<file path="src/uart_pkg.sv">
package uart_pkg;

    // Parity mode of a frame
    typedef enum logic [1:0] {
        PARITY_NONE = 2'd0,
        PARITY_EVEN = 2'd1,
        PARITY_ODD  = 2'd2
    } uart_parity_e;

    // Decoded configuration, divisor in the low half word
    typedef struct packed {
        logic [12:0]  reserved;
        logic         stop_two;
        uart_parity_e parity;
        logic [15:0]  divisor;
    } uart_fields_t;

    // Same word seen as bus lanes or as fields
    typedef union packed {
        logic [31:0]  raw;
        uart_fields_t fields;
    } uart_config_u;

    // Wishbone classic request from the master
    typedef struct packed {
        logic        cyc;
        logic        stb;
        logic        we;
        logic [1:0]  adr;
        logic [3:0]  sel;
        logic [31:0] dat;
    } wb_req_t;

    // Wishbone classic response from the slave
    typedef struct packed {
        logic        ack;
        logic [31:0] dat;
    } wb_rsp_t;

    // Word addresses
    localparam logic [1:0] ADDR_CONFIG        = 2'd0;
    localparam logic [1:0] ADDR_RXDATA        = 2'd1;
    localparam logic [1:0] ADDR_TXDATA_STATUS = 2'd2;

    // Bit positions in the status word
    localparam int STATUS_RX_EMPTY   = 0;
    localparam int STATUS_TX_FULL    = 1;
    localparam int STATUS_PARITY_ERR = 2;

endpackage

</file>
<file path="src/uart_fifo.sv">
`timescale 1ns/100ps

module uart_fifo #(
    parameter int DATA_WIDTH = 8,
    parameter int ADDR_WIDTH = 4
) (
    input  logic                  clk_i,
    input  logic                  rst_n_i,
    input  logic                  wr_en_i,
    input  logic [DATA_WIDTH-1:0] wr_data_i,
    input  logic                  rd_en_i,
    output logic [DATA_WIDTH-1:0] rd_data_o,
    output logic                  rd_valid_o,
    output logic                  empty_o,
    output logic                  full_o
);

    localparam int DEPTH = 1 << ADDR_WIDTH;

    logic [DATA_WIDTH-1:0] mem [DEPTH];

    // Extra MSB tells a wrapped writer from an equal position
    logic [ADDR_WIDTH:0] wr_ptr;
    logic [ADDR_WIDTH:0] rd_ptr;
    logic                do_write;
    logic                do_read;

    assign empty_o = (wr_ptr == rd_ptr);
    assign full_o  = (wr_ptr[ADDR_WIDTH] != rd_ptr[ADDR_WIDTH]) &&
                     (wr_ptr[ADDR_WIDTH-1:0] == rd_ptr[ADDR_WIDTH-1:0]);

    assign do_write = wr_en_i && !full_o;
    assign do_read  = rd_en_i && !empty_o;

    always_ff @(posedge clk_i) begin
        if (do_write) begin
            mem[wr_ptr[ADDR_WIDTH-1:0]] <= wr_data_i;
        end
        if (do_read) begin
            rd_data_o <= mem[rd_ptr[ADDR_WIDTH-1:0]];
        end
    end

    always_ff @(posedge clk_i) begin
        if (!rst_n_i) begin
            wr_ptr     <= '0;
            rd_ptr     <= '0;
            rd_valid_o <= 1'b0;
        end else begin
            if (do_write) begin
                wr_ptr <= wr_ptr + 1'b1;
            end
            if (do_read) begin
                rd_ptr <= rd_ptr + 1'b1;
            end
            // Valid only for a pop that found data
            rd_valid_o <= do_read;
        end
    end

endmodule

</file>
<file path="src/uart_rx.sv">
`timescale 1ns/100ps

module uart_rx (
    input  logic                  clk_i,
    input  logic                  rst_n_i,
    input  uart_pkg::uart_fields_t config_i,
    input  logic                  rxd_i,
    output logic [7:0]            byte_o,
    output logic                  byte_valid_o,
    output logic                  parity_err_o
);

    typedef enum logic [2:0] {
        RX_IDLE,
        RX_START,
        RX_DATA,
        RX_PARITY,
        RX_STOP
    } rx_state_e;

    rx_state_e              state_r;
    logic                   rxd_meta_r;
    logic                   rxd_sync_r;
    logic                   rxd_prev_r;
    logic [15:0]            cnt_r;
    logic [15:0]            divisor_r;
    uart_pkg::uart_parity_e parity_r;
    logic [2:0]             bit_idx_r;
    logic [7:0]             shift_r;
    logic                   par_bad_r;
    logic                   sample_w;

    assign sample_w = (cnt_r == 16'd0);
    assign byte_o   = shift_r;

    // Two flop synchronizer, line idles high
    always_ff @(posedge clk_i) begin
        if (!rst_n_i) begin
            rxd_meta_r <= 1'b1;
            rxd_sync_r <= 1'b1;
            rxd_prev_r <= 1'b1;
        end else begin
            rxd_meta_r <= rxd_i;
            rxd_sync_r <= rxd_meta_r;
            rxd_prev_r <= rxd_sync_r;
        end
    end

    always_ff @(posedge clk_i) begin
        if (!rst_n_i) begin
            state_r      <= RX_IDLE;
            cnt_r        <= '0;
            divisor_r    <= '0;
            parity_r     <= uart_pkg::PARITY_NONE;
            bit_idx_r    <= '0;
            shift_r      <= '0;
            par_bad_r    <= 1'b0;
            byte_valid_o <= 1'b0;
            parity_err_o <= 1'b0;
        end else begin
            byte_valid_o <= 1'b0;
            parity_err_o <= 1'b0;
            if (state_r != RX_IDLE && !sample_w) begin
                cnt_r <= cnt_r - 16'd1;
            end
            case (state_r)
                RX_IDLE: begin
                    if (rxd_prev_r && !rxd_sync_r) begin
                        divisor_r <= config_i.divisor;
                        parity_r  <= config_i.parity;
                        cnt_r     <= config_i.divisor >> 1;
                        par_bad_r <= 1'b0;
                        state_r   <= RX_START;
                    end
                end
                RX_START: begin
                    if (sample_w) begin
                        // High at mid-bit means a glitch, not a start bit
                        if (!rxd_sync_r) begin
                            cnt_r     <= divisor_r - 16'd1;
                            bit_idx_r <= '0;
                            state_r   <= RX_DATA;
                        end else begin
                            state_r <= RX_IDLE;
                        end
                    end
                end
                RX_DATA: begin
                    if (sample_w) begin
                        shift_r   <= {rxd_sync_r, shift_r[7:1]};
                        cnt_r     <= divisor_r - 16'd1;
                        bit_idx_r <= bit_idx_r + 3'd1;
                        if (bit_idx_r == 3'd7) begin
                            state_r <= (parity_r == uart_pkg::PARITY_NONE) ? RX_STOP : RX_PARITY;
                        end
                    end
                end
                RX_PARITY: begin
                    if (sample_w) begin
                        par_bad_r <= ((^shift_r) ^ rxd_sync_r) != (parity_r == uart_pkg::PARITY_ODD);
                        cnt_r     <= divisor_r - 16'd1;
                        state_r   <= RX_STOP;
                    end
                end
                RX_STOP: begin
                    // Middle of the first stop bit
                    if (sample_w) begin
                        byte_valid_o <= !par_bad_r;
                        parity_err_o <= par_bad_r;
                        state_r      <= RX_IDLE;
                    end
                end
                default: state_r <= RX_IDLE;
            endcase
        end
    end

endmodule

</file>
<file path="src/uart_tx.sv">
`timescale 1ns/100ps

module uart_tx (
    input  logic                  clk_i,
    input  logic                  rst_n_i,
    input  uart_pkg::uart_fields_t config_i,
    output logic                  rd_en_o,
    input  logic [7:0]            rd_data_i,
    input  logic                  rd_valid_i,
    output logic                  txd_o
);

    typedef enum logic [2:0] {
        TX_IDLE,
        TX_START,
        TX_DATA,
        TX_PARITY,
        TX_STOP
    } tx_state_e;

    tx_state_e    state_r;
    uart_pkg::uart_fields_t cfg_r;
    logic [15:0]  cnt_r;
    logic [2:0]   bit_idx_r;
    logic [7:0]   shift_r;
    logic         par_bit_r;
    logic         second_stop_r;
    logic         bit_end_w;

    assign bit_end_w = (cnt_r == 16'd0);

    // Ask for a byte while idle, but not while one is arriving
    assign rd_en_o = (state_r == TX_IDLE) && !rd_valid_i;

    always_ff @(posedge clk_i) begin
        if (!rst_n_i) begin
            state_r       <= TX_IDLE;
            cfg_r         <= '0;
            cnt_r         <= '0;
            bit_idx_r     <= '0;
            shift_r       <= '0;
            par_bit_r     <= 1'b0;
            second_stop_r <= 1'b0;
            txd_o         <= 1'b1;
        end else begin
            if (state_r != TX_IDLE && !bit_end_w) begin
                cnt_r <= cnt_r - 16'd1;
            end
            case (state_r)
                TX_IDLE: begin
                    if (rd_valid_i) begin
                        cfg_r         <= config_i;
                        shift_r       <= rd_data_i;
                        par_bit_r     <= (^rd_data_i) ^ (config_i.parity == uart_pkg::PARITY_ODD);
                        cnt_r         <= config_i.divisor - 16'd1;
                        second_stop_r <= 1'b0;
                        txd_o         <= 1'b0;
                        state_r       <= TX_START;
                    end
                end
                TX_START: begin
                    if (bit_end_w) begin
                        txd_o     <= shift_r[0];
                        shift_r   <= shift_r >> 1;
                        bit_idx_r <= '0;
                        cnt_r     <= cfg_r.divisor - 16'd1;
                        state_r   <= TX_DATA;
                    end
                end
                TX_DATA: begin
                    if (bit_end_w) begin
                        cnt_r <= cfg_r.divisor - 16'd1;
                        if (bit_idx_r != 3'd7) begin
                            txd_o     <= shift_r[0];
                            shift_r   <= shift_r >> 1;
                            bit_idx_r <= bit_idx_r + 3'd1;
                        end else if (cfg_r.parity != uart_pkg::PARITY_NONE) begin
                            txd_o   <= par_bit_r;
                            state_r <= TX_PARITY;
                        end else begin
                            txd_o   <= 1'b1;
                            state_r <= TX_STOP;
                        end
                    end
                end
                TX_PARITY: begin
                    if (bit_end_w) begin
                        txd_o   <= 1'b1;
                        cnt_r   <= cfg_r.divisor - 16'd1;
                        state_r <= TX_STOP;
                    end
                end
                TX_STOP: begin
                    if (bit_end_w) begin
                        if (cfg_r.stop_two && !second_stop_r) begin
                            second_stop_r <= 1'b1;
                            cnt_r         <= cfg_r.divisor - 16'd1;
                        end else begin
                            state_r <= TX_IDLE;
                        end
                    end
                end
                default: state_r <= TX_IDLE;
            endcase
        end
    end

endmodule

</file>
<file path="src/uart_regs.sv">
`timescale 1ns/100ps

module uart_regs #(
    parameter int unsigned RESET_DIVISOR = 434
) (
    input  logic                   clk_i,
    input  logic                   rst_n_i,
    input  uart_pkg::wb_req_t      wb_req_i,
    output uart_pkg::wb_rsp_t      wb_rsp_o,
    output uart_pkg::uart_config_u config_o,
    output logic                   rx_rd_en_o,
    input  logic [7:0]             rx_data_i,
    input  logic                   rx_valid_i,
    input  logic                   rx_empty_i,
    output logic                   tx_wr_en_o,
    output logic [7:0]             tx_wr_data_o,
    input  logic                   tx_full_i,
    input  logic                   parity_err_i
);

    // One-hot register selects and the access direction
    typedef struct packed {
        logic cfg;
        logic rxdata;
        logic txstat;
        logic we;
    } bus_sel_t;

    localparam uart_pkg::uart_fields_t RESET_FIELDS = '{
        reserved: '0,
        stop_two: 1'b0,
        parity:   uart_pkg::PARITY_NONE,
        divisor:  16'(RESET_DIVISOR)
    };

    bus_sel_t               sel_w;
    bus_sel_t               sel_r;
    logic                   active_w;
    logic                   ack_r;
    logic                   parity_err_r;
    uart_pkg::uart_config_u config_r;
    uart_pkg::uart_config_u config_next_w;
    logic [31:0]            status_w;
    logic [31:0]            rd_data_w;

    // Held stb after ack is not a new access
    assign active_w = wb_req_i.cyc && wb_req_i.stb && !ack_r;

    always_comb begin
        sel_w = '0;
        if (active_w) begin
            sel_w.we = wb_req_i.we;
            case (wb_req_i.adr)
                uart_pkg::ADDR_CONFIG:        sel_w.cfg    = 1'b1;
                uart_pkg::ADDR_RXDATA:        sel_w.rxdata = 1'b1;
                uart_pkg::ADDR_TXDATA_STATUS: sel_w.txstat = 1'b1;
                default:                      sel_w        = '0;
            endcase
        end
    end

    always_ff @(posedge clk_i) begin
        if (!rst_n_i) begin
            sel_r <= '0;
            ack_r <= 1'b0;
        end else begin
            sel_r <= sel_w;
            ack_r <= active_w;
        end
    end

    // Byte lanes on the raw view, reserved field forced back to zero
    always_comb begin
        config_next_w = config_r;
        for (int i = 0; i < 4; i++) begin
            if (wb_req_i.sel[i]) begin
                config_next_w.raw[8*i +: 8] = wb_req_i.dat[8*i +: 8];
            end
        end
        config_next_w.fields.reserved = '0;
    end

    always_ff @(posedge clk_i) begin
        if (!rst_n_i) begin
            config_r.fields <= RESET_FIELDS;
        end else if (sel_w.cfg && sel_w.we) begin
            config_r <= config_next_w;
        end
    end

    // Sticky until a status read, a new error wins over the clear
    always_ff @(posedge clk_i) begin
        if (!rst_n_i) begin
            parity_err_r <= 1'b0;
        end else if (parity_err_i) begin
            parity_err_r <= 1'b1;
        end else if (sel_r.txstat && !sel_r.we) begin
            parity_err_r <= 1'b0;
        end
    end

    always_comb begin
        status_w = '0;
        status_w[uart_pkg::STATUS_RX_EMPTY]   = rx_empty_i;
        status_w[uart_pkg::STATUS_TX_FULL]    = tx_full_i;
        status_w[uart_pkg::STATUS_PARITY_ERR] = parity_err_r;
    end

    always_comb begin
        rd_data_w = '0;
        if (!sel_r.we) begin
            if (sel_r.cfg) begin
                rd_data_w = config_r.raw;
            end else if (sel_r.rxdata) begin
                rd_data_w = {23'b0, rx_valid_i, rx_valid_i ? rx_data_i : 8'h00};
            end else if (sel_r.txstat) begin
                rd_data_w = status_w;
            end
        end
    end

    assign wb_rsp_o.ack = ack_r;
    assign wb_rsp_o.dat = rd_data_w;
    assign config_o     = config_r;

    // Pop in the request cycle so data is ready with ack
    assign rx_rd_en_o   = sel_w.rxdata && !sel_w.we;
    assign tx_wr_en_o   = sel_w.txstat && sel_w.we && wb_req_i.sel[0];
    assign tx_wr_data_o = wb_req_i.dat[7:0];

endmodule

</file>
<file path="src/uart_top.sv">
`timescale 1ns/100ps

module uart_top #(
    parameter int          FIFO_ADDR_WIDTH = 4,
    parameter int unsigned RESET_DIVISOR   = 434
) (
    input  logic              clk_i,
    input  logic              rst_n_i,
    input  uart_pkg::wb_req_t wb_req_i,
    output uart_pkg::wb_rsp_t wb_rsp_o,
    input  logic              rxd_i,
    output logic              txd_o,
    output logic              irq_o
);

    uart_pkg::uart_config_u config_w;

    logic       rx_byte_valid;
    logic [7:0] rx_byte;
    logic       rx_parity_err;
    logic       rx_rd_en;
    logic [7:0] rx_rd_data;
    logic       rx_rd_valid;
    logic       rx_empty;

    logic       tx_wr_en;
    logic [7:0] tx_wr_data;
    logic       tx_full;
    logic       tx_empty;
    logic       tx_rd_en;
    logic [7:0] tx_rd_data;
    logic       tx_rd_valid;

    // Level interrupt while received data waits
    assign irq_o = !rx_empty;

    uart_regs #(
        .RESET_DIVISOR (RESET_DIVISOR)
    ) regs_i (
        .clk_i         (clk_i),
        .rst_n_i       (rst_n_i),
        .wb_req_i      (wb_req_i),
        .wb_rsp_o      (wb_rsp_o),
        .config_o      (config_w),
        .rx_rd_en_o    (rx_rd_en),
        .rx_data_i     (rx_rd_data),
        .rx_valid_i    (rx_rd_valid),
        .rx_empty_i    (rx_empty),
        .tx_wr_en_o    (tx_wr_en),
        .tx_wr_data_o  (tx_wr_data),
        .tx_full_i     (tx_full),
        .parity_err_i  (rx_parity_err)
    );

    uart_rx rx_i (
        .clk_i         (clk_i),
        .rst_n_i       (rst_n_i),
        .config_i      (config_w.fields),
        .rxd_i         (rxd_i),
        .byte_o        (rx_byte),
        .byte_valid_o  (rx_byte_valid),
        .parity_err_o  (rx_parity_err)
    );

    uart_fifo #(
        .DATA_WIDTH (8),
        .ADDR_WIDTH (FIFO_ADDR_WIDTH)
    ) rx_fifo (
        .clk_i      (clk_i),
        .rst_n_i    (rst_n_i),
        .wr_en_i    (rx_byte_valid),
        .wr_data_i  (rx_byte),
        .rd_en_i    (rx_rd_en),
        .rd_data_o  (rx_rd_data),
        .rd_valid_o (rx_rd_valid),
        .empty_o    (rx_empty),
        .full_o     ()
    );

    // Transmitter polls while idle, the pop only reaches a non-empty FIFO
    uart_fifo #(
        .DATA_WIDTH (8),
        .ADDR_WIDTH (FIFO_ADDR_WIDTH)
    ) tx_fifo (
        .clk_i      (clk_i),
        .rst_n_i    (rst_n_i),
        .wr_en_i    (tx_wr_en),
        .wr_data_i  (tx_wr_data),
        .rd_en_i    (tx_rd_en && !tx_empty),
        .rd_data_o  (tx_rd_data),
        .rd_valid_o (tx_rd_valid),
        .empty_o    (tx_empty),
        .full_o     (tx_full)
    );

    uart_tx tx_i (
        .clk_i      (clk_i),
        .rst_n_i    (rst_n_i),
        .config_i   (config_w.fields),
        .rd_en_o    (tx_rd_en),
        .rd_data_i  (tx_rd_data),
        .rd_valid_i (tx_rd_valid),
        .txd_o      (txd_o)
    );

endmodule

</file>
<file path="config.mk">
export PLATFORM = sky130hd
export DESIGN_NAME = uart_top
export DESIGN_NICKNAME = d
export VERILOG_FILES = /design/src/uart_pkg.sv /design/src/uart_fifo.sv /design/src/uart_rx.sv /design/src/uart_tx.sv /design/src/uart_regs.sv /design/src/uart_top.sv
export SDC_FILE = /design/constraint.sdc
export NUM_CORES = 1
export LEC_CHECK = 0
export BUFFER_PORTS_ARGS = -buffer_cell sky130_fd_sc_hd__buf_2
export CAP_MARGIN = 20
export CORE_UTILIZATION = 50
export CTS_CLUSTER_SIZE = 24
export DETAILED_ROUTE_END_ITERATION = 10
export GPL_ROUTABILITY_DRIVEN = 0
export PLACE_DENSITY_LB_ADDON = 0.12
export REMOVE_ABC_BUFFERS = 1
export SLEW_MARGIN = 10
export SYNTH_ARGS = -nofsm -noshare
export SYNTH_HDL_FRONTEND = slang
export SYNTH_SLANG_ARGS = --single-unit
</file>
<file path="constraint.sdc">
create_clock -name clk_i -period 3.6 [get_ports clk_i]
set_input_delay 1.08 -clock clk_i [delete_from_list [all_inputs] [get_ports clk_i]]
set_output_delay 1.08 -clock clk_i [all_outputs]
set_load 0.02 [all_outputs]
</file>
==> results of run 1 <==
==> area by class of cell <==
type | count | area (um^2)
clock buffer | 67 | 1310
fill | 2976 | 15800
timing repair buffer | 105 | 667
multi-input combinational | 906 | 7020
inverter | 26 | 98.8
tap | 468 | 586
sequential | 425 | 11200
clock inverter | 14 | 91.3
==> routing by layer <==
metal | up-vias | share of wire | GRT usage
met3 | 60 | 0.049 | 0.0349
met4 | 0 | 0.020 | 0.0677
li1 | 5497 | - | -
met2 | 286 | 0.47 | 0.353
met5 | - | 0 | 0
met1 | 5804 | 0.46 | 0.319
==> through the flow <==
stage | cells | area [um^2] | total power, mW
final | 2011 | 21000 | 12.6
after global routing | 2011 | 21000 | 13.2
after CTS | 2009 | 21000 | 12.7
after detailed placement | 1916 | 19500 | 8.29
after global placement | 1916 | 19500 | 8.27
after floorplan | 1357 | 18300 | 7.55
==> flip-flops by register name, indices dropped and copies added, names as in the netlist, 5 cells and up <==
| name | cells |
|---|---|
| rx_fifo.mem | 128 |
| tx_fifo.mem | 128 |
| regs_i.config_o | 19 |
| tx_i.cfg_r | 19 |
| rx_i.cnt_r | 16 |
| rx_i.divisor_r | 16 |
| tx_i.cnt_r | 16 |
| rx_fifo.rd_data_o | 8 |
| rx_i.byte_o | 8 |
| tx_fifo.rd_data_o | 8 |
| tx_i.shift_r | 8 |
| rx_fifo.rd_ptr | 5 |
| rx_fifo.wr_ptr | 5 |
| tx_fifo.rd_ptr | 5 |
| tx_fifo.wr_ptr | 5 |
==> timing repair <==
item,4_1_cts,5_1_grt
pin swaps,2,3
buffers inserted,12,2
endpoints found under the setup margin,2,27
gates resized for setup,10,2
==> worst reg2reg max path, cell delays in order, from the launching register on <==
cell and delay [ns]:
dfxtp_4 0.37, xnor2_1 0.16, nand4_1 0.18, buf_4 0.18
buf_4 0.12, buf_4 0.12, buf_4 0.12, buf_4 0.12
buf_4 0.12, buf_4 0.12, buf_4 0.12, buf_4 0.12
buf_4 0.12, buf_4 0.12, buf_4 0.11, buf_4 0.13
o21ai_1 0.41, inv_2 0.24, and3_1 0.25, o21a_1 0.16
==> path summary, 6_finish.rpt <==
kind / endpoint / startpoint / depth (start not counted) / slack (ns)
setup / recovery: wb_rsp_o[0] / rx_fifo.wr_ptr[0] / 6 / 0.08
hold reg to reg: rx_i.rxd_sync_r / rx_i.rxd_meta_r / 1 / 0.41
hold / removal: rx_i.rxd_sync_r / rx_i.rxd_meta_r / 1 / 0.41
setup reg to reg: rx_fifo.rd_ptr[2] / rx_fifo.wr_ptr[0] / 19 / 0.14
==> logic make-up (layout without fill, tap and decap cells) <==
| group | Yosys count | after routing | synth area share |
|---|---|---|---|
| simple gates | 471 | 471 | 0.127 |
| flops | 425 | 425 | 0.599 |
| compound gates | 181 | 181 | 0.0622 |
| mux | 129 | 129 | 0.122 |
| buf+inv | 125 | 212 | 0.0316 |
| xor+xnor | 93 | 93 | 0.0449 |
| fa+ha+maj | 19 | 19 | 0.0127 |
| other cells | 1 | 13 | 0.000200 |
==> where the power goes <==
group / leakage [nW] / total (mW) / internal (mW) / switching (mW)
logic: 2.71 / 2.61 / 1.04 / 1.57
clock network: 0.690 / 4.42 / 2.58 / 1.84
registers: 3.72 / 5.61 / 5.36 / 0.242
==> Yosys cell counts (11+ instances only) <==
cell | count | area (um^2)
and3_1 | 12 | 75.1
nor3_1 | 35 | 175
o21ai_0 | 17 | 85.1
or4_1 | 11 | 82.6
xor2_1 | 31 | 272
inv_1 | 25 | 93.8
ha_1 | 19 | 238
nand4_1 | 12 | 75.1
a21oi_1 | 70 | 350
nand3_1 | 23 | 115
nor2_1 | 100 | 375
dfxtp_1 | 153 | 3060
buf_4 | 18 | 135
buf_2 | 22 | 110
or3_1 | 15 | 93.8
nor4_1 | 16 | 100
edfxtp_1 | 272 | 8170
mux2i_1 | 47 | 470
clkbuf_1 | 50 | 188
nor2b_1 | 11 | 68.8
mux4_2 | 80 | 1800
o22ai_1 | 14 | 87.6
and2_1 | 15 | 93.8
xnor2_1 | 60 | 526
nand2b_1 | 16 | 100
nand2_1 | 161 | 604
==> impl_metrics.py, run 1 <==
metrics = {
    "power_and_ir_drop": {
        "vdd_drop_max_v": 0.000385,
        "power_density_mw_per_mm2": 601,
        "p_leak_nw": 7.12,
    },
    "detailed_routing": {
        "via_count": 11600,
        "wirelength_um": 41800,
        "ant_nets": 0,
        "vias_per_cell": 5.79,
        "routedWlPerCell_um": 20.8,
        "drc": 0,
        "firstDrtPassIters": 7,
        "drt_iter0_markers": 836,
    },
    "worst_setup_path": {
        "critical_path.slowest_cell": "or3b_4",
        "endpoint_kind": "primary output",
        "start_kind": "flop",
        "critPathKind": "reg2out",
        "cp.required_ns": 2.52,
        "cp_slowest_stage_delay_ns": 0.41,
        "arrival_ns": 2.44,
        "crit_chain": "xnor2_1 -> nand4_1 -> or2_4 -> or3b_4 -> a221oi_4 -> buf_6",
        "critPathMaxFanout": 6,
        "cp_top_family": "simple AND/OR/NAND/NOR gates",
        "cp_num_buf_inv": 1,
    },
    "yosys": {
        "synth.distinct_cells": 83,
        "syn_area_mm2": 0.0188,
        "syn_inst": 1444,
        "async_flop_share": 0,
        "synth_edf_count": 272,
        "postSynthAreaPerCell_um2": 13.0,
        "ys_seq_area_frac": 0.599,
        "ys_warn_count": 0,
        "ys_seq_elements": 425,
        "synthFlopType": "edfxtp_1",
    },
    "cells_and_area": {
        "mostFrequentLayoutCell": "edfxtp_1",
        "synthToLayoutAreaGrowth_pct": 12.0,
        "fin_nets": 1572,
        "utilization": 0.571,
        "antenna_cells": 0,
        "drive_gt1_frac": 0.180,
        "final_cell_mix": "edfxtp_1 (272), nand2_1 (161), dfxtp_1 (149), nor2_1 (100), mux4_2 (80)",
    },
    "global_routing": {
        "grt_overflow": 0,
        "grt_pass1_vias": 11300,
        "grt_pass1_wl_um": 64900,
        "grt_antenna_before_repair": 0,
        "grt_start_max_net_pins": 45,
        "grt.total_usage": 0.223,
    },
    "sta": {
        "setup_slack_ns": 0.0777,
        "period_share": 0.978,
        "hold_violations": 0,
        "min_period_ns": 3.52,
        "hold_slack_ns": 0.409,
        "setup_violations": 0,
        "slew_violations": 0,
        "finalClockSkew_ns": 0.0126,
        "fmax_mhz": 284,
        "slew_headroom": 0.345,
        "worst_pin_slew_ns": 0.978,
        "fin_tns_setup_ns": 0,
    },
    "die": {
        "pin_count": 79,
        "die_h_um": 196,
        "placementRows": 70,
        "initial_utilization": 0.510,
        "die_w_um": 196,
        "die_area_mm2": 0.0383,
        "core_mm2": 0.0368,
    },
    "run_status": {
        "status": "finished, final reports clean",
    },
    "clock_network": {
        "clock-sinks": 425,
        "cts_root_buf": "clkbuf_16",
        "cts_max_level": 2,
        "cts_buffers": 45,
        "cts_tree": "yes",
        "postCtsHoldBufs": 0,
        "clk_latency_ns": 0.57,
        "cts_max_path_buffers": 3,
        "path_clk_slew_ns": 0.06,
    },
    "place": {
        "place_ws_ns": 0.356,
        "portBuffers": 51,
        "dp_hpwl_um": 27000,
    },
    "worst_hold_path": {
        "hold_class": "reg2reg",
    },
    "run": {
        "max_cap_viol_count": 0,
    },
}
No activity file was read; power rests on OpenSTA's default activity.
==> inputs of run 2 (changes only) <==
--- a/config.mk
+++ b/config.mk
@@ -7,7 +7,7 @@
 export LEC_CHECK = 0
 export BUFFER_PORTS_ARGS = -buffer_cell sky130_fd_sc_hd__buf_2
 export CAP_MARGIN = 20
-export CORE_UTILIZATION = 50
+export CORE_UTILIZATION = 55
 export CTS_CLUSTER_SIZE = 24
 export DETAILED_ROUTE_END_ITERATION = 10
 export GPL_ROUTABILITY_DRIVEN = 0
@@ -16,4 +16,5 @@
 export SLEW_MARGIN = 10
 export SYNTH_ARGS = -nofsm -noshare
 export SYNTH_HDL_FRONTEND = slang
+export SYNTH_HIERARCHICAL = 1
 export SYNTH_SLANG_ARGS = --single-unit
==> run 2 against run 1 <==
Effect of this change:
- clock power down 4%
- flip-flop and latch count unchanged
- largest cell class unchanged
- critical path type unchanged
- critical endpoint is now wb_rsp_o[1]
- combinational power down 69%
- global-route usage up 2.2 points
- fmax up 0.76%
- largest power group unchanged
- wire length up 2.7%
- highest routed layer unchanged
- worst hold slack worse by 0.00086 ns
- clock-buffer cell count down 8
- synthesized area up 2.3%
==> impl_metrics.py, run 2 <==
metrics = {
    "run_status": {
        "status": "finished, final reports clean",
    },
    "cells_and_area": {
        "fillCellCount": 2687,
        "mostFrequentLayoutCell": "edfxtp_1",
        "final_cell_mix": "edfxtp_1 (272), nand2_1 (170), dfxtp_1 (148), mux4_2 (80)",
        "final_area_mm2": 0.0213,
        "fin_nets": 1629,
        "drive_gt1_frac": 0.173,
        "final_cells": 2055,
        "synthToLayoutAreaGrowth_pct": 10.8,
    },
    "die": {
        "die_w_um": 189,
        "core_mm2": 0.0345,
        "initial_utilization": 0.557,
        "die_h_um": 189,
        "placementRows": 68,
        "die_area_mm2": 0.0356,
        "pin_count": 79,
    },
    "worst_setup_path": {
        "r2r-start": "rx_i/cnt_r[0]",
        "r2r_slack_ns": 0.85,
        "start_kind": "flop",
        "endpoint_kind": "primary output",
        "cp_num_buf_inv": 1,
        "cp.required_ns": 2.52,
        "regToRegEndpoint": "rx_i/cnt_r[11]",
        "critPathMaxFanout": 7,
        "arrival_ns": 2.42,
        "crit_chain": "xnor2_1 -> nand4_1 -> nor2_2 -> a22oi_1 -> a21oi_1 -> buf_2",
        "critPathKind": "reg2out",
        "path_depth": 6,
        "reg2reg_depth": 7,
        "cp_slowest_stage_delay_ns": 0.44,
        "cp_top_family": "simple AND/OR/NAND/NOR gates",
        "critical_path.slowest_cell": "dfxtp_1",
    },
    "sta": {
        "rsz0062_at_grt": "false",
        "hold_violations": 0,
        "setup_violations": 0,
        "period_share": 0.971,
        "finalClockSkew_ns": 0.0224,
        "worst_pin_slew_ns": 0.936,
        "fmax_mhz": 286,
        "hold_slack_ns": 0.408,
        "min_period_ns": 3.50,
        "slew_headroom": 0.375,
        "slew_violations": 0,
    },
    "detailed_routing": {
        "wirelength_um": 42900,
        "drt_iter0_markers": 768,
        "routedWlPerCell_um": 20.9,
        "firstDrtPassIters": 6,
        "vias_per_cell": 5.93,
        "ant_nets": 0,
        "drc": 0,
        "via_count": 12200,
    },
    "worst_hold_path": {
        "min_path_cells": 1,
        "hold_class": "reg2reg",
        "hp-start": "rx_i/rxd_meta_r",
        "min_to": "rx_i/rxd_sync_r",
    },
    "clock_network": {
        "cts_max_path_buffers": 3,
        "clk_latency_ns": 0.58,
        "postCtsHoldBufs": 0,
        "cts_max_level": 2,
        "cts_tree": "yes",
        "cts_buffers": 45,
        "clock-sinks": 425,
        "path_clk_slew_ns": 0.06,
        "cts_root_buf": "clkbuf_16",
    },
    "power_and_ir_drop": {
        "p_comb_frac": 0.079,
        "internal_power_mw": 7.88,
        "p_seq_frac": 0.509,
        "vdd_drop_max_v": 0.000375,
        "p_leak_nw": 7.12,
        "switching_share": 0.238,
        "clkPwrFrac": 0.412,
        "finalPower_mw": 10.3,
        "p_sw_mw": 2.47,
        "power_density_mw_per_mm2": 487,
    },
    "place": {
        "portBuffers": 51,
        "dpl_cell_area_mm2": 0.0199,
        "dp_hpwl_um": 28500,
        "dp.cells": 1972,
    },
    "yosys": {
        "syn_area_mm2": 0.0192,
        "syn_inst": 1502,
        "postSynthAreaPerCell_um2": 12.8,
        "ys_warn_count": 6,
    },
    "global_routing": {
        "grt_overflow": 0,
        "grt_pass1_wl_um": 67100,
        "grt_pass1_vias": 12100,
        "grt.total_usage": 0.245,
        "grt_antenna_before_repair": 1,
        "grt_start_max_net_pins": 42,
    },
    "run": {
        "max_cap_viol_count": 0,
    },
}
[run 2: cell count changes in the layout (fill, tap and decap cells not counted), moves of 9 or more]
| cell | change |
|---|---|
| nor4_1 | +11 |
| o22ai_1 | -9 |
| nor2b_1 | +10 |
| o21ai_0 | +27 |
| a22oi_1 | +10 |
| nand2_1 | +9 |
| nor2_1 | -32 |
| a21boi_0 | +13 |
[run 2: power groups by stage]
stage	Combinational, mW	Sequential, mW	Clock, mW
after global placement	0.795	5.37	0
after detailed placement	0.808	5.37	0
after floorplan	0.535	5.37	0
after global routing	0.898	5.28	4.52
final	0.815	5.27	4.26
after CTS	0.813	5.27	4.35
[run 2: how the worst max path moves through the flow]
stage	startpoint	to
2_1_floorplan	tx_fifo/rd_ptr[0]	wb_rsp_o[1]
3_3_place_gp	tx_fifo/wr_ptr[3]	wb_rsp_o[1]
3_5_place_dp	tx_fifo/wr_ptr[3]	wb_rsp_o[1]
4_1_cts	tx_fifo/wr_ptr[1]	wb_rsp_o[1]
5_1_grt	tx_fifo/wr_ptr[1]	wb_rsp_o[1]
6_report	tx_fifo/wr_ptr[1]	wb_rsp_o[1]
[run 2: layout make-up]
type | count | area (um^2) | share of cell area
sequential | 425 | 11200 | 0.528
multi-input combinational | 962 | 7370 | 0.347
clock buffer | 59 | 1220 | 0.0573
timing repair buffer | 101 | 633 | 0.0298
tap | 455 | 569 | 0.0268
clock inverter | 22 | 124 | 0.00582
inverter | 29 | 109 | 0.00512
antenna | 2 | 5.00 | 0.000235
[run 2: layer usage]
layer	vias to the layer above	track usage	routed length, um
met4	0	0.0822	1190
met2	295	0.394	20300
met5	-	0	0
li1	5766	-	-
met3	65	0.0387	1960
met1	6055	0.341	19500
[run 2: worst register-to-register path: stages (launching register included)]
cell,delay [ns]
dfxtp_1,0.34
inv_1,0.11
ha_1,0.19
nor3b_1,0.49
nand4_1,0.40
or2_1,0.46
nand3_1,0.43
o221ai_1,0.18
[run 2: what timing repair did]
| action | 4_1_cts | 5_1_grt |
|---|---|---|
| resized for setup | 3 | 1 |
| endpoints found under the setup margin | 1 | 1 |
| pin swaps | 0 | 0 |
| setup buffers | 0 | 0 |
| hold endpoints to repair | 0 | 0 |
[run 2: stage by stage]
| stage | setup TNS, ns | utilization | setup WS [ns] |
|---|---|---|---|
| floorplan | -0.521 | - | -0.358 |
| global placement | 0 | 0.578 | 0.605 |
| detailed placement | 0 | 0.578 | 0.533 |
| CTS | 0 | 0.617 | 0.0904 |
| global route | 0 | 0.617 | 0.0188 |
| finish | 0 | 0.617 | 0.104 |
